**src/hw/nes_defs.svh**
```systemverilog
`ifndef NES_DEFS_SVH
`define NES_DEFS_SVH

// controller side
`define NES_PAD_BUTTONS 8
`define NES_PORT_REPORT_W 24

// multitap signature bytes, shifted out after the second pad
`define NES_TAP_SIG_PORT1 8'h08
`define NES_TAP_SIG_PORT2 8'h04

// battery save memory
`define NES_SAVE_ADDR_W 11
`define NES_SAVE_DATA_W 8

// drain after a ROM download
`define NES_DL_RESET_CYCLES 255
`define NES_DL_CNT_W 8

`endif

```
**src/hw/nes_mem_pkg.sv**
```systemverilog
`include "nes_defs.svh"

package nes_mem_pkg;

  typedef logic [`NES_SAVE_ADDR_W-1:0] save_addr_t;
  typedef logic [`NES_SAVE_DATA_W-1:0] save_data_t;

  // download driven reset sequence
  typedef enum logic [1:0] {
    rst_await_rom,
    rst_loading,
    rst_drain,
    rst_run
  } reset_state_t;

endpackage

```
**src/hw/reset_sequencer.sv**
```systemverilog
`timescale 1ns/1ps
`include "nes_defs.svh"

module reset_sequencer (
  input  logic clk_ppu_21_47,
  input  logic reset_nes,
  input  logic downloading,
  input  logic loader_busy,
  input  logic loader_fail,
  input  logic external_reset,
  input  logic hold_reset,
  output logic core_reset,
  output logic loader_reset
);

  nes_mem_pkg::reset_state_t state;
  logic [`NES_DL_CNT_W-1:0] drain_cnt;
  logic downloading_prev;
  logic dl_rise;

  assign dl_rise = downloading & ~downloading_prev;

  always_ff @(posedge clk_ppu_21_47) begin
    if (reset_nes) begin
      state            <= nes_mem_pkg::rst_await_rom;
      drain_cnt        <= '0;
      downloading_prev <= 1'b0;
      core_reset       <= 1'b1;
      loader_reset     <= 1'b1;
    end else begin
      downloading_prev <= downloading;

      // a new download restarts the sequence from any state
      if (downloading) begin
        state     <= nes_mem_pkg::rst_loading;
        drain_cnt <= `NES_DL_CNT_W'(`NES_DL_RESET_CYCLES);
      end else begin
        case (state)
          nes_mem_pkg::rst_loading: begin
            state <= nes_mem_pkg::rst_drain;
          end
          nes_mem_pkg::rst_drain: begin
            if (drain_cnt == '0) begin
              state <= nes_mem_pkg::rst_run;
            end else if (!loader_busy) begin
              // loader still busy stretches the drain
              drain_cnt <= drain_cnt - `NES_DL_CNT_W'(1);
            end
          end
          default: begin
            state <= state;
          end
        endcase
      end

      core_reset <= (state != nes_mem_pkg::rst_run) | loader_fail | external_reset |
                    hold_reset;
      loader_reset <= (state == nes_mem_pkg::rst_await_rom) |
                      (state == nes_mem_pkg::rst_run) | dl_rise;
    end
  end

endmodule

```
**config.mk**
```make
export PLATFORM = sky130hd
export DESIGN_NAME = reset_sequencer
export DESIGN_NICKNAME = d
export VERILOG_FILES = /design/src/hw/nes_mem_pkg.sv /design/src/hw/reset_sequencer.sv
export VERILOG_INCLUDE_DIRS = /design/src /design/src/hw
export SDC_FILE = /design/constraint.sdc
export NUM_CORES = 1
export LEC_CHECK = 0
export ABC_CLOCK_PERIOD_IN_PS = 1600
export BUFFER_PORTS_ARGS = -buffer_cell sky130_fd_sc_hd__buf_2
export CAP_MARGIN = 20
export CORE_UTILIZATION = 47
export DETAILED_ROUTE_END_ITERATION = 10
export GPL_TIMING_DRIVEN = 0
export PLACE_DENSITY_LB_ADDON = 0.05
export SLEW_MARGIN = 20
export SYNTH_ARGS = -nofsm -noshare
export SYNTH_HDL_FRONTEND = slang
export SYNTH_SLANG_ARGS = --single-unit
```
**constraint.sdc**
```tcl
create_clock -name clk_ppu_21_47 -period 1.6 [get_ports clk_ppu_21_47]
set_input_delay 0.08 -clock clk_ppu_21_47 [delete_from_list [all_inputs] [get_ports clk_ppu_21_47]]
set_output_delay 0.08 -clock clk_ppu_21_47 [all_outputs]
set_load 0.03 [all_outputs]
```
==> results.json <==
{
  "hold-worst-slack_ps": 21.2,
  "synthTopCellsByCount": "dfxtp_1 (13), a21oi_1 (8), inv_1 (7)",
  "worst_path_max_delay_cell": "dfxtp_2",
  "htreeDepth": 1,
  "status": "completed",
  "antenna_found_initial": 0,
  "power.internal_w": 0.000502,
  "end_kind": "flip-flop",
  "yosysWarnings": 0,
  "p_total_w": 0.000696,
  "p_leak_nw": 0.321,
  "critPathKind": "flip-flop to flip-flop",
  "insertion_delay_ps": 280,
  "first_global_vias": 505,
  "synthesis.nets": 82,
  "swShare_pct": 27.9,
  "area_delta_synth_final_pct": 31.8,
  "vias": 568,
  "synth_edf_count": 0,
  "rows": 12,
  "seqPwrFrac_pct": 53.4,
  "syn_area_sq_um": 641,
  "fin_cells": 101,
  "syn_inst": 70,
  "grt_pass1_wl_um": 2100,
  "grtUsageTotal_pct": 21.4,
  "place_inst": 92,
  "slew_headroom_pct": 70.3,
  "period_needed_ps": 1580,
  "ys.flop_type": "dfxtp_1",
  "clock.fmax_ghz": 0.634,
  "hold_viol": 0,
  "ant_nets": 0,
  "core_sq_um": 1190,
  "antenna_cells": 0,
  "port_buffers": 8,
  "initialDrtViolationCount": 16,
  "yosysTopAreaCell": "dfxtp_1",
  "post-dp-hpwl_um": 879,
  "num-nets-final": 100,
  "rsz0062_at_grt": "yes",
  "p_clk_share_pct": 29.2,
  "skew_ps": 0.590,
  "crit-reg2reg-capture": "drain_cnt[6]",
  "post-route-period-util_pct": 98.5,
  "clock-sinks": 13,
  "max-vdd-ir-drop_mv": 0.535,
  "post_synth_num_cell_types": 30,
  "hold-path-endpoint": "state[1]",
  "power.density_nw_per_um2": 824,
  "via_per_inst": 5.62,
  "cts_buffers": 3,
  "wl_per_cell_um": 13.4,
  "required_ps": 1800,
  "ys_top_cells_by_area": "dfxtp_1 (41%), ha_1 (9.8%), a21oi_1 (6.3%)",
  "n_fill_cell": 88,
  "synth-seq-cells": 13,
  "routed_wl_um": 1350,
  "yosysMostFrequentCell": "dfxtp_1",
  "r2r_start": "drain_cnt[0]",
  "drv_slew": 0,
  "path_clk_slew_ps": 80,
  "gp_congestion": 0.754,
  "start_util_pct": 54.0,
  "grt_start_max_net_pins": 11,
  "worstPathArrival_ps": 1780,
  "grt_overflow": 0,
  "drive_gt1_share_pct": 35.6,
  "die_w_um": 38.9,
  "io_pins": 9,
  "ys_async_sr_fraction_pct": 0,
  "path_buf_inv": 1,
  "setup_viol": 0,
  "crit_fanout": 3,
  "setup_tns_ps": 0,
  "drtPass1Iterations": 4,
  "crit_chain": "inv_4 -> ha_4 -> nor4bb_4 -> o21ai_2 -> or3_1 -> a31oi_1",
  "cts_tree": "yes",
  "slowest_delay_ps": 350,
  "path_delay_family": "simple AND/OR/NAND/NOR gates",
  "hp-start": "downloading",
  "root_buffer": "clkbuf_4",
  "synth_top_area_share_pct": 40.6,
  "dieArea_sq_um": 1510,
  "drv_cap": 0,
  "combPwrFrac_pct": 17.5,
  "start_kind": "flip-flop",
  "synth.avg_cell_area_sq_um": 9.15,
  "fp.dieH_um": 38.9,
  "hold_class": "input port to flip-flop",
  "drc_errors": 0,
  "rr_worst_depth": 6,
  "utilization_pct": 71.2,
  "hold_depth": 2,
  "clockBufferDepth": 2,
  "tightest_slew_ps": 445,
  "seq_area_frac_synth_pct": 40.6,
  "rrSetupSlack_ps": 20,
  "switchingPower_w": 0.000194
}
[sequential cells by signal (all words and copies together), names as in the netlist]
register          cells
core_reset            1
state                 2
drain_cnt             8
loader_reset          1
downloading_prev      1
[cells by family (layout without fill, tap and decap cells)]
| logic type | count (synthesis) | count (layout) | share of synthesized area (%) |
|---|---|---|---|
| xor+xnor | 5 | 5 | 6.84 |
| buf+inv | 9 | 26 | 5.27 |
| simple gates | 19 | 19 | 18.4 |
| compound gates | 19 | 19 | 19.1 |
| fa+ha+maj | 5 | 5 | 9.77 |
| flops | 13 | 13 | 40.6 |
[metal layers]
layer  vias to the layer above  wire length, um  track usage (%)  share of wire (%)
li1                        290                -                -                  -
met1                       263              675             26.5                 50
met2                        10              601             31.7                 44
met3                         5               39             5.20                2.9
met4                         0               36             15.5                2.7
met5                         -                0                0                  0
[how the worst max path moves through the flow]
stage	start	endpoint	slack [ps]	depth (start not counted)
2_1_floorplan	drain_cnt[0]	drain_cnt[5]	20	6
3_3_place_gp	drain_cnt[0]	drain_cnt[5]	-100	6
3_5_place_dp	drain_cnt[0]	drain_cnt[5]	-100	6
4_1_cts	state[0]	drain_cnt[6]	6	6
5_1_grt	drain_cnt[1]	drain_cnt[6]	-110	6
6_report	drain_cnt[0]	drain_cnt[6]	20	6
[power groups by stage]
| stage | clock network, W | logic, W | registers (W) |
|---|---|---|---|
| floorplan | 0 | 0.0000665 | 0.000370 |
| global placement | 0 | 0.0000925 | 0.000371 |
| detailed placement | 0 | 0.0000940 | 0.000372 |
| CTS | 0.000213 | 0.000108 | 0.000366 |
| global route | 0.000223 | 0.000135 | 0.000374 |
| finish | 0.000203 | 0.000122 | 0.000371 |
[what timing repair did]
| action | 4_1_cts | 5_1_grt |
|---|---|---|
| endpoints found under the hold margin | 2 | 0 |
| pin swaps | 0 | 6 |
| setup endpoints to repair | 5 | 5 |
| hold buffers | 3 | 0 |
| setup buffers | 0 | 2 |
| resized for setup | 8 | 13 |
[cell type report]
cell class	instances	area, sq um	share of cell area, %
buffer	2	7.51	0.889
clock buffer	4	26.3	3.11
inverter	7	31.3	3.70
multi-input combinational	48	412	48.7
sequential	13	265	31.4
tap	14	17.5	2.07
timing repair buffer	13	85.1	10.1
[through the flow]
stage	instance area [sq um]	setup slack [ps]
global placement	698	-100
global route	845	-113
floorplan	641	18.2
CTS	786	5.51
detailed placement	698	-103
finish	845	23.8
[cells in the final DEF, fill, tap and decap left out, drive strengths merged, types with 2 or more instances in the layout]
cell         instances
nor2                 3
clkbuf               6
or3                  2
a311oi               2
xnor2                2
nand2                2
o211ai               2
inv                  7
xor2                 3
dfxtp               13
nor4                 2
ha                   5
nor3                 2
dlygate4sd3          3
buf                 10
a21oi                8
o21ai                3
No activity file was read; power rests on OpenSTA's default activity.
