[config.mk]
export PLATFORM = sky130hd
export DESIGN_NAME = pad_report_builder
export DESIGN_NICKNAME = d
export VERILOG_FILES = /design/src/hw/nes_input_pkg.sv /design/src/hw/pad_report_builder.sv
export VERILOG_INCLUDE_DIRS = /design/src /design/src/hw
export SDC_FILE = /design/constraint.sdc
export NUM_CORES = 1
export LEC_CHECK = 0
export BUFFER_PORTS_ARGS = -buffer_cell sky130_fd_sc_hd__buf_4
export CELL_PAD_IN_SITES_DETAIL_PLACEMENT = 1
export CELL_PAD_IN_SITES_GLOBAL_PLACEMENT = 2
export CORE_MARGIN = 2
export CORE_UTILIZATION = 10
export DETAILED_ROUTE_END_ITERATION = 16
export GPL_TIMING_DRIVEN = 0
export PLACE_DENSITY = 0.95
export RECOVER_POWER = 50
export SETUP_SLACK_MARGIN = 0.1
export SLEW_MARGIN = 20
export SYNTH_ARGS = -nofsm -noshare
export SYNTH_HDL_FRONTEND = slang
export SYNTH_SLANG_ARGS = --single-unit
[constraint.sdc]
create_clock -name vclk -period 1.2
set_input_delay 0.24 -clock vclk [all_inputs]
set_output_delay 0.24 -clock vclk [all_outputs]
set_load 0.005 [all_outputs]
[src/hw/nes_defs.svh]
`ifndef NES_DEFS_SVH
`define NES_DEFS_SVH

// controller side
`define NES_PAD_BUTTONS 8
`define NES_PORT_REPORT_W 24

// multitap signature bytes, shifted out after the second pad
`define NES_TAP_SIG_PORT1 8'h08
`define NES_TAP_SIG_PORT2 8'h04

// battery save memory
`define NES_SAVE_ADDR_W 11
`define NES_SAVE_DATA_W 8

// drain after a ROM download
`define NES_DL_RESET_CYCLES 255
`define NES_DL_CNT_W 8

`endif

[src/hw/nes_input_pkg.sv]
`include "nes_defs.svh"

package nes_input_pkg;

  // one pad, bit 0 is A
  // then B, select, start, up, down, left, right
  typedef logic [`NES_PAD_BUTTONS-1:0] pad_buttons_t;

  // full serial report for one port
  // bit 0 leaves first
  typedef logic [`NES_PORT_REPORT_W-1:0] port_report_t;

endpackage

[src/hw/pad_report_builder.sv]
`timescale 1ns/1ps
`include "nes_defs.svh"

module pad_report_builder (
  input  nes_input_pkg::pad_buttons_t pad1,
  input  nes_input_pkg::pad_buttons_t pad2,
  input  nes_input_pkg::pad_buttons_t pad3,
  input  nes_input_pkg::pad_buttons_t pad4,
  input  logic                        multitap_enabled,
  output nes_input_pkg::port_report_t port1_report,
  output nes_input_pkg::port_report_t port2_report
);

  // layout rule for one port
  // main pad first, then either extra pad plus signature or all ones
  function automatic nes_input_pkg::port_report_t build_report(
    input nes_input_pkg::pad_buttons_t main_pad,
    input nes_input_pkg::pad_buttons_t extra_pad,
    input logic [7:0]                  signature,
    input logic                        tap
  );
    nes_input_pkg::port_report_t rpt;
    if (tap) begin
      rpt = {signature, extra_pad, main_pad};
    end else begin
      rpt = {{(`NES_PORT_REPORT_W - `NES_PAD_BUTTONS){1'b1}}, main_pad};
    end
    return rpt;
  endfunction

  assign port1_report = build_report(pad1, pad3, `NES_TAP_SIG_PORT1, multitap_enabled);
  assign port2_report = build_report(pad2, pad4, `NES_TAP_SIG_PORT2, multitap_enabled);

endmodule

==> results of run 1 <==
-- synth_stat cells --
| cell | n |
|---|---|
| buf_2 | 1 |
| conb_1 | 1 |
| nand2b_1 | 10 |
| or2b_1 | 6 |
| buf_4 | 31 |
| inv_1 | 1 |
-- per-layer routing --
metal / wire (um) / vias up / share of wire
li1: - / 249 / -
met1: 533 / 216 / 0.33
met2: 781 / 63 / 0.49
met3: 295 / 0 / 0.18
met4: 0 / 0 / 0
met5: 0 / - / 0
-- kinds of logic after synthesis --
family | Yosys count | synth area share
AND/OR/NAND/NOR | 16 | 0.305
other | 1 | 0.0106
buffers and inverters | 33 | 0.684
-- path summary, 6_finish.rpt --
| path | to | cells after the start |
|---|---|---|
| setup / recovery | port1_report[9] | 5 |
| hold / removal | port1_report[3] | 2 |
-- power groups by stage --
stage                     clock, mW  sequential, mW  combinational (mW)
final                             0               0               0.298
after global routing              0               0               0.325
after CTS                         0               0               0.311
after global placement            0               0               0.287
after floorplan                   0               0               0.119
after detailed placement          0               0               0.293
-- layout make-up --
| type | instances | area share |
|---|---|---|
| Timing Repair inverter | 1 | 0.00812 |
| Multi-Input combinational cell | 18 | 0.124 |
| Buffer | 32 | 0.276 |
| Inverter | 1 | 0.00812 |
| Timing Repair Buffer | 65 | 0.521 |
| Tap cell | 46 | 0.0622 |
-- through the flow --
| stage | hold WS [ns] | instance area [um2] | utilization | total power [mW] | TNS, ns |
|---|---|---|---|---|---|
| 2_1_floorplan | 0.528 | 357 | - | 0.119 | 0 |
| 3_3_place_gp | 0.647 | 887 | 0.264 | 0.287 | -1.58 |
| 3_5_place_dp | 0.647 | 887 | 0.264 | 0.293 | -2.51 |
| 4_1_cts | 0.647 | 935 | 0.278 | 0.311 | 0 |
| 5_1_grt | 0.669 | 925 | 0.275 | 0.325 | 0 |
| 6_report | 0.651 | 925 | 0.275 | 0.298 | 0 |
-- what timing repair did --
| item | CTS | global route |
|---|---|---|
| setup buffers | 2 | 0 |
| setup endpoints to repair | 14 | 13 |
| gates cloned | 1 | 0 |
| pin swaps | 0 | 0 |
| resized for setup | 8 | 3 |
-- critical path, cell delays in order --
cell,delay [ns]
buf_8,0.10
buf_8,0.12
clkbuf_2,0.16
nand2b_1,0.09
clkbuf_4,0.13
==> results.py, run 1 <==
metrics = {
    "critical_path": {
        "critPathMaxFanout": 9,
        "cp_data_required_time_ns": 0.96,
        "startpoint": "multitap_enabled",
        "start_kind": "input pin",
        "crit_type": "in2out",
        "crit_arrival_ns": 0.85,
        "endpoint_kind": "primary output",
    },
    "placed_design": {
        "hpwl_um": 1480,
        "dp_cells": 160,
        "port_buffers": 63,
        "pre_cts_slack_ns": -0.189,
        "gp_congestion": 0.631,
    },
    "finish": {
        "nFlopsAndLatches": 0,
        "n_antenna_cell": 0,
        "layout_commonest_cell": "buf_4",
        "syn2layout_area_growth_pct": 162,
        "clkbuf_count": 0,
        "fillCellCount": 430,
        "fin_cells": 163,
        "multi_input_area_um2": 115,
        "nets": 152,
        "layout-drive-gt1-share": 0.803,
        "ff_latch_area_um2": 0,
        "final_cell_mix": "71 x buf_4, 14 x clkbuf_4, 10 x nand2b_1",
    },
    "pwr": {
        "powerDensity_nw_per_um2": 322,
        "p_leak_nw": 0.500,
        "switchingPower_mw": 0.0881,
        "power.internal_mw": 0.210,
        "combPwrFrac": 1.000,
        "swShare": 0.296,
        "power_frac_seq": 0,
        "ir_drop_v": 0.0000786,
        "pwr-share-clk": 0,
    },
    "grt": {
        "grt_pass1_wl_um": 2600,
        "grt_use_met2": 0.151,
        "met3_usage": 0.0321,
        "grt.busiest_layer": "met2",
        "antenna_found_initial": 0,
        "grt.total_usage": 0.0770,
        "first_global_vias": 562,
        "grt_overflow": 0,
        "grt_max_degree": 10,
        "global_route.usage.met1": 0.0797,
    },
    "floorplanning": {
        "ios": 81,
        "dieArea_um2": 4020,
        "die_width_um": 63.4,
        "start_util": 0.105,
        "die_h_um": 63.4,
        "coreArea_um2": 3360,
        "rows": 21,
    },
    "timing": {
        "hold_viol_final": 0,
        "final_max_slew_viol_count": 0,
        "period_share": 0.905,
        "fin_crit_ns": 1.09,
        "setup_viol": 0,
        "fmax_mhz": 921,
        "rsz0062_at_grt": "yes",
        "setup_slack_ns": 0.114,
    },
    "logic_synthesis": {
        "synth.avg_cell_area_um2": 7.06,
        "yosysUniqueCellTypes": 6,
        "syn_area_um2": 353,
        "synth_top_cell_by_area": "buf_4",
        "synth_top_area_frac": 0.660,
        "netlist_instances": 50,
        "synth_area_leaders": "buf_4 66%, nand2b_1 18%, or2b_1 13%, buf_2 1.4%, conb_1 1.1%",
        "ys_seq_area_frac": 0,
        "yosys_warnings": 0,
    },
    "detailed_routing": {
        "routedWlPerCell_um": 9.87,
        "drt_wl_total_um": 1610,
        "ant_nets": 0,
        "drc": 0,
        "via_per_inst": 3.24,
        "drt_iter0_markers": 15,
        "num_vias": 528,
        "drt_pre_antenna_iters": 4,
    },
    "cts": {
        "ctsHoldBuffers": 0,
    },
    "worst_hold_path": {
        "hold_start": "pad1[3]",
        "hold_class": "in2out",
    },
    "job": {
        "cap_violations": 0,
    },
    "status": {
        "status": "completed",
    },
}
Note: power is estimated with default switching activity, not from simulation.
==> run 2, diff against run 1 <==
Settings changed: REMOVE_ABC_BUFFERS from default to 1, SLEW_MARGIN 20 to default.
==> run 2 against run 1 <==
Against the previous run:
- non-clock buffer count is 50 lower
- flip-flop and latch count stayed put
- first-iteration DRC count is 73% lower
- wire length fell by 26%
- core utilization decreased by 11 points
- largest cell class unchanged
- power fell by 45%
- critical path depth fell by 2
- largest power group unchanged
- sequential share of layout area unchanged
- maximum frequency grew 6.5%
==> results.py, run 2 (synthesized netlist as in run 1, its figures left out) <==
metrics = {
    "status": {
        "status": "completed",
    },
    "placed_design": {
        "pre_cts_slack_ns": 0.0522,
        "port_buffers": 47,
        "hpwl_um": 1020,
        "gp_congestion": 0.584,
    },
    "detailed_routing": {
        "drt_pre_antenna_iters": 4,
        "drt_iter0_markers": 4,
        "drt_wl_total_um": 1190,
        "via_per_inst": 3.01,
        "num_vias": 340,
        "routedWlPerCell_um": 10.5,
        "ant_nets": 0,
        "drc": 0,
    },
    "timing": {
        "period_share": 0.849,
        "final_max_slew_viol_count": 0,
        "hold_viol_final": 0,
        "rsz0062_at_grt": "no",
        "setup_viol": 0,
        "fmax_mhz": 981,
        "fin_crit_ns": 1.02,
        "fin_tns_setup_ns": 0,
        "setup_slack_ns": 0.181,
    },
    "finish": {
        "nets": 102,
        "fillCellCount": 432,
        "fin_util": 0.162,
        "final_cell_mix": "40 x buf_4, 10 x nand2b_1, 6 x or2b_1, 6 x clkbuf_4",
        "multi_input_area_um2": 115,
        "nFlopsAndLatches": 0,
        "syn2layout_area_growth_pct": 54.3,
        "layout_commonest_cell": "buf_4",
        "n_antenna_cell": 0,
        "clkbuf_count": 0,
        "layout-drive-gt1-share": 0.731,
        "ff_latch_area_um2": 0,
    },
    "worst_hold_path": {
        "hold_class": "in2out",
        "hold_path_depth": 0,
        "hold_start": "pad1[5]",
        "min_to": "port1_report[5]",
    },
    "grt": {
        "grt.total_usage": 0.0521,
        "first_global_vias": 313,
        "antenna_found_initial": 0,
        "grt_max_degree": 19,
        "grt_pass1_wl_um": 1680,
        "grt_overflow": 0,
    },
    "cts": {
        "post-cts-setup-buffers": 0,
        "ctsHoldBuffers": 0,
    },
    "floorplanning": {
        "dieArea_um2": 4020,
        "die_width_um": 63.4,
        "ios": 81,
        "start_util": 0.105,
        "rows": 21,
        "coreArea_um2": 3360,
        "die_h_um": 63.4,
    },
    "pwr": {
        "p_total_mw": 0.165,
        "combPwrFrac": 1.000,
        "swShare": 0.331,
        "switchingPower_mw": 0.0546,
        "power_frac_seq": 0,
        "p_leak_nw": 0.273,
        "pwr-share-clk": 0,
        "powerDensity_nw_per_um2": 303,
        "power.internal_mw": 0.110,
        "ir_drop_v": 0.0000344,
    },
    "critical_path": {
        "crit_arrival_ns": 0.78,
        "crit_chain": "buf_6 -> or2b_1 -> buf_4",
        "slowest_delay_ns": 0.24,
        "slowest_stage": "or2b_1",
        "endpoint_kind": "primary output",
        "cp_data_required_time_ns": 0.96,
        "start_kind": "input pin",
        "crit_type": "in2out",
        "critPathMaxFanout": 18,
    },
    "job": {
        "cap_violations": 0,
    },
}
==> run 2: per-layer routing <==
| layer | track usage | part of all wire | vias up | wire length [um] |
|---|---|---|---|---|
| li1 | - | - | 148 | - |
| met1 | 0.0388 | 0.22 | 149 | 264 |
| met2 | 0.0868 | 0.52 | 39 | 613 |
| met3 | 0.0571 | 0.23 | 2 | 271 |
| met4 | 0 | 0 | 2 | 0 |
| met5 | 0.0833 | 0.032 | - | 38 |
==> run 2: worst max-delay path, delay by kind of cell <==
family / cells / cell delay (ns)
and+or+nand+nor: 1 / 0.24
buffers and inverters: 2 / 0.29
==> run 2: power groups by stage <==
stage	Clock, mW	Sequential, mW	Combinational (mW)
finish	0	0	0.165
global placement	0	0	0.159
global route	0	0	0.180
floorplan	0	0	0.0374
CTS	0	0	0.169
detailed placement	0	0	0.165
==> run 2: per-stage QoR <==
stage,hold WS [ns],cell area [um2],instances
after floorplan,0.480,119,19
after global placement,0.480,529,112
after detailed placement,0.480,529,112
after CTS,0.480,541,113
after global routing,0.480,544,113
final,0.480,544,113
==> run 2: what timing repair did <==
action | 4_1_cts | 5_1_grt
gates cloned | 1 | 0
setup endpoints to repair | 14 | 20
resized for setup | 2 | 1
==> run 2: final cells by class <==
type	count	area share
Timing Repair Buffer	47	0.655
Multi-Input combinational cell	18	0.211
Tap cell	46	0.106
Inverter	1	0.0138
Timing Repair inverter	1	0.0138
==> run 2: worst max-delay path by stage <==
stage / startpoint / cells after the start / slack (ns) / end
floorplan: multitap_enabled / 1 / 0.31 / port1_report[16]
global placement: multitap_enabled / 3 / 0.11 / port1_report[18]
detailed placement: multitap_enabled / 3 / 0.05 / port2_report[17]
CTS: multitap_enabled / 3 / 0.11 / port2_report[8]
global route: multitap_enabled / 3 / 0.14 / port2_report[8]
finish: multitap_enabled / 3 / 0.18 / port2_report[8]
