### src/hw/nes_defs.svh
`ifndef NES_DEFS_SVH
`define NES_DEFS_SVH

// controller side
`define NES_PAD_BUTTONS 8
`define NES_PORT_REPORT_W 24

// multitap signature bytes, shifted out after the second pad
`define NES_TAP_SIG_PORT1 8'h08
`define NES_TAP_SIG_PORT2 8'h04

// battery save memory
`define NES_SAVE_ADDR_W 11
`define NES_SAVE_DATA_W 8

// drain after a ROM download
`define NES_DL_RESET_CYCLES 255
`define NES_DL_CNT_W 8

`endif

### src/hw/nes_input_pkg.sv
`include "nes_defs.svh"

package nes_input_pkg;

  // one pad, bit 0 is A
  // then B, select, start, up, down, left, right
  typedef logic [`NES_PAD_BUTTONS-1:0] pad_buttons_t;

  // full serial report for one port
  // bit 0 leaves first
  typedef logic [`NES_PORT_REPORT_W-1:0] port_report_t;

endpackage

### src/hw/joypad_port.sv
`timescale 1ns/1ps
`include "nes_defs.svh"

module joypad_port (
  input  logic                       clk_ppu_21_47,
  input  logic                       reset_nes,
  input  logic                       strobe,
  input  logic                       port_clock,
  input  nes_input_pkg::port_report_t report,
  output logic                       data
);

  nes_input_pkg::port_report_t shift_reg;
  logic clock_prev;
  // falling edge of the port clock, seen one edge ago
  logic fall_seen;

  always_ff @(posedge clk_ppu_21_47) begin
    if (reset_nes) begin
      shift_reg  <= '0;
      clock_prev <= 1'b0;
      fall_seen  <= 1'b0;
    end else begin
      clock_prev <= port_clock;
      fall_seen  <= clock_prev & ~port_clock;
      // strobe wins over a pending shift
      if (strobe) begin
        shift_reg <= report;
      end else if (fall_seen) begin
        shift_reg <= {1'b0, shift_reg[`NES_PORT_REPORT_W-1:1]};
      end
    end
  end

  // current bit straight to the core
  assign data = shift_reg[0];

endmodule

### config.mk
export PLATFORM = sky130hd
export DESIGN_NAME = joypad_port
export DESIGN_NICKNAME = d
export VERILOG_FILES = /design/src/hw/nes_input_pkg.sv /design/src/hw/joypad_port.sv
export VERILOG_INCLUDE_DIRS = /design/src /design/src/hw
export SDC_FILE = /design/constraint.sdc
export NUM_CORES = 1
export LEC_CHECK = 0
export BUFFER_PORTS_ARGS = -buffer_cell sky130_fd_sc_hd__clkbuf_2
export CORE_ASPECT_RATIO = 0.6
export CORE_MARGIN = 2
export CORE_UTILIZATION = 35
export CTS_CLUSTER_SIZE = 8
export DETAILED_ROUTE_END_ITERATION = 16
export GPL_TIMING_DRIVEN = 0
export SETUP_SLACK_MARGIN = 0.02
export SYNTH_ARGS = -nofsm -noshare
export SYNTH_HDL_FRONTEND = slang
export SYNTH_SLANG_ARGS = --single-unit
### constraint.sdc
create_clock -name clk_ppu_21_47 -period 2.8 [get_ports clk_ppu_21_47]
set_input_delay 0.28 -clock clk_ppu_21_47 [delete_from_list [all_inputs] [get_ports clk_ppu_21_47]]
set_output_delay 0.28 -clock clk_ppu_21_47 [all_outputs]
set_load 0.01 [all_outputs]
==> flow_metrics.env, run 1 <==
export IMPL_clock_skew_ps=2.94
export IMPL_cp_cell_sequence="buf_6 > buf_12 > mux2i_1 > a211oi_1"
export IMPL_hpwl_um=1720
export IMPL_preCtsSetupSlack_ps=1620
export IMPL_p_switching_uw=172
export IMPL_comb_power_share=0.131
export IMPL_fin_crit_ps=1070
export IMPL_rr_startpoint="fall_seen"
export IMPL_grt_max_degree=15
export IMPL_placedCellCount=183
export IMPL_yosys_warnings=0
export IMPL_chipWidth_um=79.7
export IMPL_largest_reg_flops=24
export IMPL_worst_r2r_setup_slack_ps=1730
export IMPL_die_y_um=49.5
export IMPL_path_class="reg2reg"
export IMPL_p_seq_frac=0.547
export IMPL_crit_required_ps=2980
export IMPL_synth_area_per_cell_um2=10.9
export IMPL_p_int_uw=573
export IMPL_postSynth_asyncResetShare=0
export IMPL_hp_start="port_clock"
export IMPL_seq_area_frac_synth=0.432
export IMPL_place_congestion=0.782
export IMPL_synth_top_area_share=0.432
export IMPL_fp_dieArea_um2=3940
export IMPL_post_route_period_util=0.380
export IMPL_synth_most_common_cell="dfxtp_1"
export IMPL_num_io_pins=29
export IMPL_peakVddDrop_mv=0.247
export IMPL_cts_sinks=26
export IMPL_switching_share=0.231
export IMPL_drtIter0Drc=26
export IMPL_cts_resized_gates=0
export IMPL_root_buffer="clkbuf_8"
export IMPL_start_util=0.367
export IMPL_final_util=0.442
export IMPL_ant_nets=0
export IMPL_wl_per_cell_um=11.9
export IMPL_cap_violations=0
export IMPL_route_detailed_drc=0
export IMPL_final_instance_count_excl_fill=187
export IMPL_setup_violations=0
export IMPL_cp_max_fo=10
export IMPL_cts_buffer_depth=2
export IMPL_post_cts_buffers=0
export IMPL_area_growth_pct=20.5
export IMPL_insertion_delay_ps=270
export IMPL_synth_top_cells_by_count="dfxtp_1 (26), nor2b_1 (24), mux2i_1 (23)"
export IMPL_grt_overflow_total=0
export IMPL_syn_num_nets=139
export IMPL_cp_top_family="flip-flops"
export IMPL_rsz0062_at_grt="no"
export IMPL_p_per_area_nw_per_um2=514
export IMPL_startpoint="fall_seen"
export IMPL_timing_fmax_mhz=939
export IMPL_clkTransAtPathRegs_ps=80
export IMPL_drive_gt1_frac=0.296
export IMPL_arrival_ps=1240
export IMPL_critPathMaxStageDelay_ps=320
export IMPL_yosysUniqueCellTypes=14
export IMPL_startpoint_type="flop"
export IMPL_end_kind="flop"
export IMPL_port_buffers=27
export IMPL_slowest_stage="dfxtp_1"
export IMPL_hold_violations=0
export IMPL_hold_ws_ps=176
export IMPL_grt_pass1_vias=959
export IMPL_hold_class="in2reg"
export IMPL_tightest_slew_ps=462
export IMPL_core_area_um2=3280
export IMPL_grt_use_total=0.132
export IMPL_syn_inst=111
export IMPL_cts_tree="done"
export IMPL_yosys_area_top_type="dfxtp_1"
export IMPL_antenna_found_initial=0
export IMPL_fin_tns_setup_ps=0
export IMPL_num_vias=886
export IMPL_synth_edf_count=0
export IMPL_n_antenna_cell=0
export IMPL_drt_total_wl_um=2230
export IMPL_max_slew_margin=0.692
export IMPL_finalNetCount=171
export IMPL_rows=16
export IMPL_cts_htree_levels=1
export IMPL_synthFlopType="dfxtp_1"
export IMPL_clock_power_share=0.322
export IMPL_yosys_top_cells_area="dfxtp_1 (43%), mux2i_1 (19%), nor2b_1 (12%)"
export IMPL_layout_setup_ws_ps=1730
export IMPL_viasPerCell=4.74
export IMPL_syn_area_um2=1200
export IMPL_grt_pass1_wl_um=4020
export IMPL_slew_viol_final=0
export IMPL_numCtsBuffers=3
export IMPL_cts_hold_buf=0
export IMPL_power_leakage_uw=0.000533
export IMPL_timing_critical_path_buf_inv=2
export IMPL_ys_ff_latch=26
export IMPL_first_pass_iters=4
export IMPL_outcome="finished, final reports clean"
## cell usage in the layout, fill, tap and decap left out
master	instances
a211oi_2	4
dfxtp_1	26
mux2i_1	23
buf_6	1
buf_2	4
clkbuf_1	3
nor2b_1	24
clkbuf_8	4
inv_1	1
buf_12	2
a21oi_1	1
clkbuf_2	27
a211oi_1	19
nor3b_1	1
or3b_1	1
nand2_1	1
## routing by layer
layer,routed length (µm),GRT usage,share of wire
met3,85,0.0421,0.038
met2,984,0.207,0.44
met1,1130,0.168,0.50
met5,0,0,0
met4,34,0.0537,0.015
## worst reg2reg max path: cells and delay by family (launching register included)
kind                   cells  cell delay (ps)
AO/OA/AOI/OAI              1              260
buffers and inverters      2              280
flip-flops                 1              320
multiplexers               1              120
## area by class of cell
type                    count  area (µm²)
fillers                   324        1830
plain buffers              10        82.6
clock buffers               4        55.1
multi-input cells          74         598
well taps                  45        56.3
flip-flops and latches     26         520
inverters                   1        3.75
repair buffers             27         135
## worst paths after layout
| kind | cells after the start | to |
|---|---|---|
| setup / recovery | 4 | shift_reg[0] |
| hold / removal | 2 | fall_seen |
| setup reg to reg | 4 | shift_reg[0] |
| hold reg to reg | 1 | fall_seen |
## through the flow
step | area (µm²) | power (µW)
after global placement | 1400 | 512
after CTS | 1450 | 756
after global routing | 1450 | 779
final | 1450 | 746
after detailed placement | 1400 | 515
after floorplan | 1200 | 480
## power groups by stage
stage	clock network, µW	logic [µW]	registers [µW]
6_report	240	97.4	408
5_1_grt	258	110	411
4_1_cts	248	98.9	409
3_5_place_dp	0	98.2	417
3_3_place_gp	0	95.8	416
2_1_floorplan	0	66.5	414
## kinds of logic (layout without fill, tap and decap cells)
| kind of cell | count (synthesis) | after routing | synth area share |
|---|---|---|---|
| AO/OA/AOI/OAI | 24 | 24 | 0.164 |
| AND/OR/NAND/NOR | 27 | 27 | 0.141 |
| flip-flops | 26 | 26 | 0.432 |
| multiplexers | 23 | 23 | 0.191 |
| buffers and inverters | 11 | 42 | 0.0716 |
Note: power is estimated with default switching activity, not from simulation.
==> run 2, diff against run 1 <==
==> constraint.sdc (replaced) <==
create_clock -name clk_ppu_21_47 -period 1.1 [get_ports clk_ppu_21_47]
set_input_delay 0.11 -clock clk_ppu_21_47 [delete_from_list [all_inputs] [get_ports clk_ppu_21_47]]
set_output_delay 0.11 -clock clk_ppu_21_47 [all_outputs]
set_load 0.01 [all_outputs]
==> flow_metrics.env, run 2 (same netlist as run 1, synthesis figures left out) <==
export IMPL_fin_crit_ps=1030
export IMPL_rr_startpoint="fall_seen"
export IMPL_crit_path_end="shift_reg[4]"
export IMPL_insertion_delay_ps=270
export IMPL_setup_violations=0
export IMPL_core_area_um2=3280
export IMPL_comb_power_share=0.134
export IMPL_route_detailed_drc=0
export IMPL_cp_max_fo=10
export IMPL_viasPerCell=4.81
export IMPL_stdcell_area_um2=1470
export IMPL_cts_hold_buf=0
export IMPL_drtIter0Drc=28
export IMPL_start_util=0.367
export IMPL_grt_pass1_wl_um=4000
export IMPL_worst_r2r_setup_slack_ps=70
export IMPL_cts_htree_levels=1
export IMPL_hold_violations=0
export IMPL_end_kind="flop"
export IMPL_r2r_end="shift_reg[4]"
export IMPL_finalNetCount=172
export IMPL_reg2regPathDepth=4
export IMPL_cts_sinks=26
export IMPL_power_leakage_uw=0.000542
export IMPL_p_per_area_nw_per_um2=1300
export IMPL_num_vias=905
export IMPL_hpwl_um=1720
export IMPL_tightest_slew_ps=487
export IMPL_antenna_found_initial=0
export IMPL_hp_start="port_clock"
export IMPL_drt_total_wl_um=2250
export IMPL_first_pass_iters=4
export IMPL_hold_ws_ps=4.16
export IMPL_grt_use_total=0.131
export IMPL_fp_dieArea_um2=3940
export IMPL_slew_viol_final=0
export IMPL_startpoint="fall_seen"
export IMPL_grt_overflow_total=0
export IMPL_p_seq_frac=0.545
export IMPL_wl_per_cell_um=12.0
export IMPL_clkTransAtPathRegs_ps=90
export IMPL_post_route_period_util=0.940
export IMPL_peakVddDrop_mv=0.634
export IMPL_rows=16
export IMPL_final_common_cell="clkbuf_2"
export IMPL_numCtsBuffers=3
export IMPL_cts_buffer_depth=2
export IMPL_crit_required_ps=1280
export IMPL_grt_pass1_vias=957
export IMPL_timing_fmax_mhz=967
export IMPL_port_buffers=27
export IMPL_area_growth_pct=22.2
export IMPL_place_congestion=0.782
export IMPL_rsz0062_at_grt="yes"
export IMPL_largest_reg_flops=24
export IMPL_p_int_uw=1460
export IMPL_nFillCells=326
export IMPL_drive_gt1_frac=0.322
export IMPL_chipWidth_um=79.7
export IMPL_root_buffer="clkbuf_8"
export IMPL_final_cell_mix="clkbuf_2 (27), dfxtp_1 (26), nor2b_1 (24)"
export IMPL_arrival_ps=1220
export IMPL_num_io_pins=29
export IMPL_clock_power_share=0.322
export IMPL_cts_tree="done"
export IMPL_cap_violations=0
export IMPL_p_switching_uw=445
export IMPL_ant_nets=0
export IMPL_max_slew_margin=0.675
export IMPL_clock_skew_ps=1.21
export IMPL_hold_class="in2reg"
export IMPL_dpl_instance_area_um2=1400
export IMPL_switching_share=0.233
export IMPL_grt_max_degree=15
export IMPL_startpoint_type="flop"
export IMPL_path_class="reg2reg"
export IMPL_die_y_um=49.5
export IMPL_outcome="finished, final reports clean"
export IMPL_n_antenna_cell=0
-- run 2: how the worst min path moves through the flow --
stage          depth (start not counted)         to  slack, ps
2_1_floorplan                          1  fall_seen        190
3_3_place_gp                           2  fall_seen        280
3_5_place_dp                           2  fall_seen        290
4_1_cts                                2  fall_seen          1
5_1_grt                                2  fall_seen          5
6_report                               2  fall_seen          4
-- run 2: critical path, stage by stage (launching register included) --
cell      delay, ps
dfxtp_1         320
buf_6           130
buf_12          140
mux2i_1         110
a211oi_1        240
-- run 2: power groups by stage --
| stage | logic, µW | clock network (µW) | registers, µW |
|---|---|---|---|
| 2_1_floorplan | 169 | 0 | 1050 |
| 3_3_place_gp | 244 | 0 | 1060 |
| 3_5_place_dp | 250 | 0 | 1060 |
| 4_1_cts | 252 | 632 | 1040 |
| 5_1_grt | 285 | 657 | 1050 |
| 6_report | 255 | 614 | 1040 |
-- run 2: stage by stage --
stage                     instances  setup TNS [ps]  power (µW)   util  setup slack, ps
final                           188               0        1910  0.449             65.7
after global routing            188           -17.3        1990  0.449            -17.3
after CTS                       187               0        1920  0.442             32.2
after detailed placement        183               0        1310  0.425             34.1
after global placement          183               0        1300  0.425             76.2
after floorplan                 111               0        1220      -              120
-- run 2: area by class of cell --
cell class	instances	area [µm²]	area share
Buffer	10	82.6	0.0561
Multi-Input combinational cell	74	612	0.415
Timing Repair Buffer	28	143	0.0969
Inverter	1	3.75	0.00255
Sequential cell	26	520	0.353
Clock buffer	4	55.1	0.0374
Tap cell	45	56.3	0.0382
-- run 2: repair_timing --
item                                    in CTS  in global routing
resized for setup                            0                  3
pin swaps                                    1                  3
hold endpoints to repair                     0                  0
endpoints found under the setup margin       1                 16
setup buffers                                0                  1
cloned                                       0                  0
-- run 2: layer usage --
layer / GRT usage / routed length [µm] / share of wire / vias to the layer above
met4: 0.0537 / 34 / 0.015 / 0
li1: - / - / - / 460
met1: 0.166 / 1110 / 0.49 / 424
met2: 0.207 / 1010 / 0.45 / 17
met3: 0.0421 / 90 / 0.040 / 4
met5: 0 / 0 / 0 / -
==> run 3, diff against run 2 <==
--- a/config.mk
+++ b/config.mk
@@ -7,7 +7,7 @@
 export NUM_CORES = 1
 export LEC_CHECK = 0
 export BUFFER_PORTS_ARGS = -buffer_cell sky130_fd_sc_hd__clkbuf_2
-export CORE_ASPECT_RATIO = 0.6
+export CORE_ASPECT_RATIO = 0.8
 export CORE_MARGIN = 2
 export CORE_UTILIZATION = 35
 export CTS_CLUSTER_SIZE = 8
==> flow_metrics.env, run 3 (same netlist as run 1, synthesis figures left out) <==
export IMPL_fin_tns_setup_ps=0
export IMPL_numCtsBuffers=3
export IMPL_clkTransAtPathRegs_ps=90
export IMPL_nFillCells=314
export IMPL_hold_class="in2reg"
export IMPL_grt_pass1_vias=926
export IMPL_viasPerCell=4.85
export IMPL_die_y_um=56.5
export IMPL_antenna_found_initial=0
export IMPL_chipWidth_um=69.6
export IMPL_timing_critical_path_buf_inv=2
export IMPL_p_total_uw=2100
export IMPL_fin_crit_ps=1060
export IMPL_drt_total_wl_um=2360
export IMPL_max_slew_margin=0.639
export IMPL_final_cell_mix="clkbuf_2 (27), dfxtp_1 (25), nor2b_1 (24)"
export IMPL_port_buffers=27
export IMPL_slowest_stage="dfxtp_2"
export IMPL_largest_reg_flops=24
export IMPL_n_antenna_cell=0
export IMPL_cap_violations=0
export IMPL_grt_overflow_total=0
export IMPL_grt_max_degree=16
export IMPL_post_route_period_util=0.961
export IMPL_clock_skew_ps=6.31
export IMPL_final_instance_count_excl_fill=189
export IMPL_fp_dieArea_um2=3930
export IMPL_hpwl_um=1610
export IMPL_outcome="finished, final reports clean"
export IMPL_cts_buffer_depth=2
export IMPL_root_buffer="clkbuf_8"
export IMPL_num_io_pins=29
export IMPL_p_per_area_nw_per_um2=1340
export IMPL_area_growth_pct=30.2
export IMPL_cp_top_family="flip-flops"
export IMPL_path_class="reg2reg"
export IMPL_cts_htree_levels=1
export IMPL_crit_required_ps=1300
export IMPL_critPathMaxStageDelay_ps=330
export IMPL_multi_input_area_um2=623
export IMPL_ant_nets=0
export IMPL_drive_gt1_frac=0.347
export IMPL_drtIter0Drc=32
export IMPL_regArea_um2=522
export IMPL_wl_per_cell_um=12.5
export IMPL_hold_violations=0
export IMPL_core_area_um2=3350
export IMPL_slew_viol_final=0
export IMPL_end_kind="flop"
export IMPL_cp_max_fo=8
export IMPL_rows=19
export IMPL_power_leakage_uw=0.000584
export IMPL_start_util=0.359
export IMPL_cts_tree="done"
export IMPL_tightest_slew_ps=541
export IMPL_cp_cell_sequence="buf_8 > buf_12 > mux2i_4 > a211oi_2"
export IMPL_placedCellCount=180
export IMPL_timing_fmax_mhz=946
export IMPL_grt_use_total=0.125
export IMPL_rsz0062_at_grt="yes"
export IMPL_startpoint_type="flop"
export IMPL_route_detailed_drc=0
export IMPL_arrival_ps=1250
export IMPL_finalNetCount=176
export IMPL_setup_violations=0
export IMPL_first_pass_iters=4
export IMPL_insertion_delay_ps=270
export IMPL_final_common_cell="clkbuf_2"
export IMPL_grt_pass1_wl_um=3990
export IMPL_num_vias=917
export IMPL_peakVddDrop_mv=0.765
export IMPL_cts_sinks=26
export IMPL_place_congestion=0.744
[run 3: area by class of cell]
cell class | instances | share of cell area
Timing Repair Buffer | 32 | 0.134
Inverter | 1 | 0.00239
Clock buffer | 3 | 0.0263
Tap cell | 42 | 0.0335
Buffer | 10 | 0.0550
Clock inverter | 1 | 0.0191
Multi-Input combinational cell | 74 | 0.397
Sequential cell | 26 | 0.333
[run 3: final timing paths]
check / startpoint / endpoint / slack [ps] / cells past startpoint
hold / removal: report[23] / shift_reg[23] / 70 / 3
hold reg to reg: clock_prev / fall_seen / 450 / 1
setup reg to reg: fall_seen / shift_reg[17] / 40 / 4
setup / recovery: fall_seen / shift_reg[17] / 40 / 4
[run 3: power by group]
part / internal [µW] / leakage [µW] / switching, µW
logic: 153 / 0.000331 / 122
clock network: 487 / 0.0000357 / 297
registers: 1010 / 0.000217 / 37.5
total: 1650 / 0.000584 / 456
[run 3: timing repair]
action                                  4_1_cts  5_1_grt
setup buffers                                 0        2
hold buffers                                  1        0
gates resized for setup                       0        7
endpoints found under the setup margin        0        8
endpoints found under the hold margin         1        0
[run 3: stage by stage]
| step | util | cell area [µm²] | hold slack [ps] | worst slack [ps] |
|---|---|---|---|---|
| floorplan | - | 1200 | 186 | 120 |
| global placement | 0.415 | 1390 | 284 | 70.4 |
| detailed placement | 0.415 | 1390 | 290 | 58.5 |
| CTS | 0.440 | 1470 | 59.6 | 47.9 |
| global route | 0.468 | 1570 | 71.5 | 10.1 |
| finish | 0.468 | 1570 | 74.5 | 42.9 |
[run 3: layer usage]
layer	GRT usage	part of all wire	vias to the layer above
li1	-	-	474
met1	0.166	0.51	427
met2	0.201	0.45	14
met3	0.0395	0.034	2
met4	0.0252	0.0051	0
met5	0	0	-
[run 3: worst reg2reg max path: cells and delay by family (launching register included)]
family          cells  cell delay (ps)
buf+inv             2              280
compound gates      1              200
mux                 1              170
flops               1              330
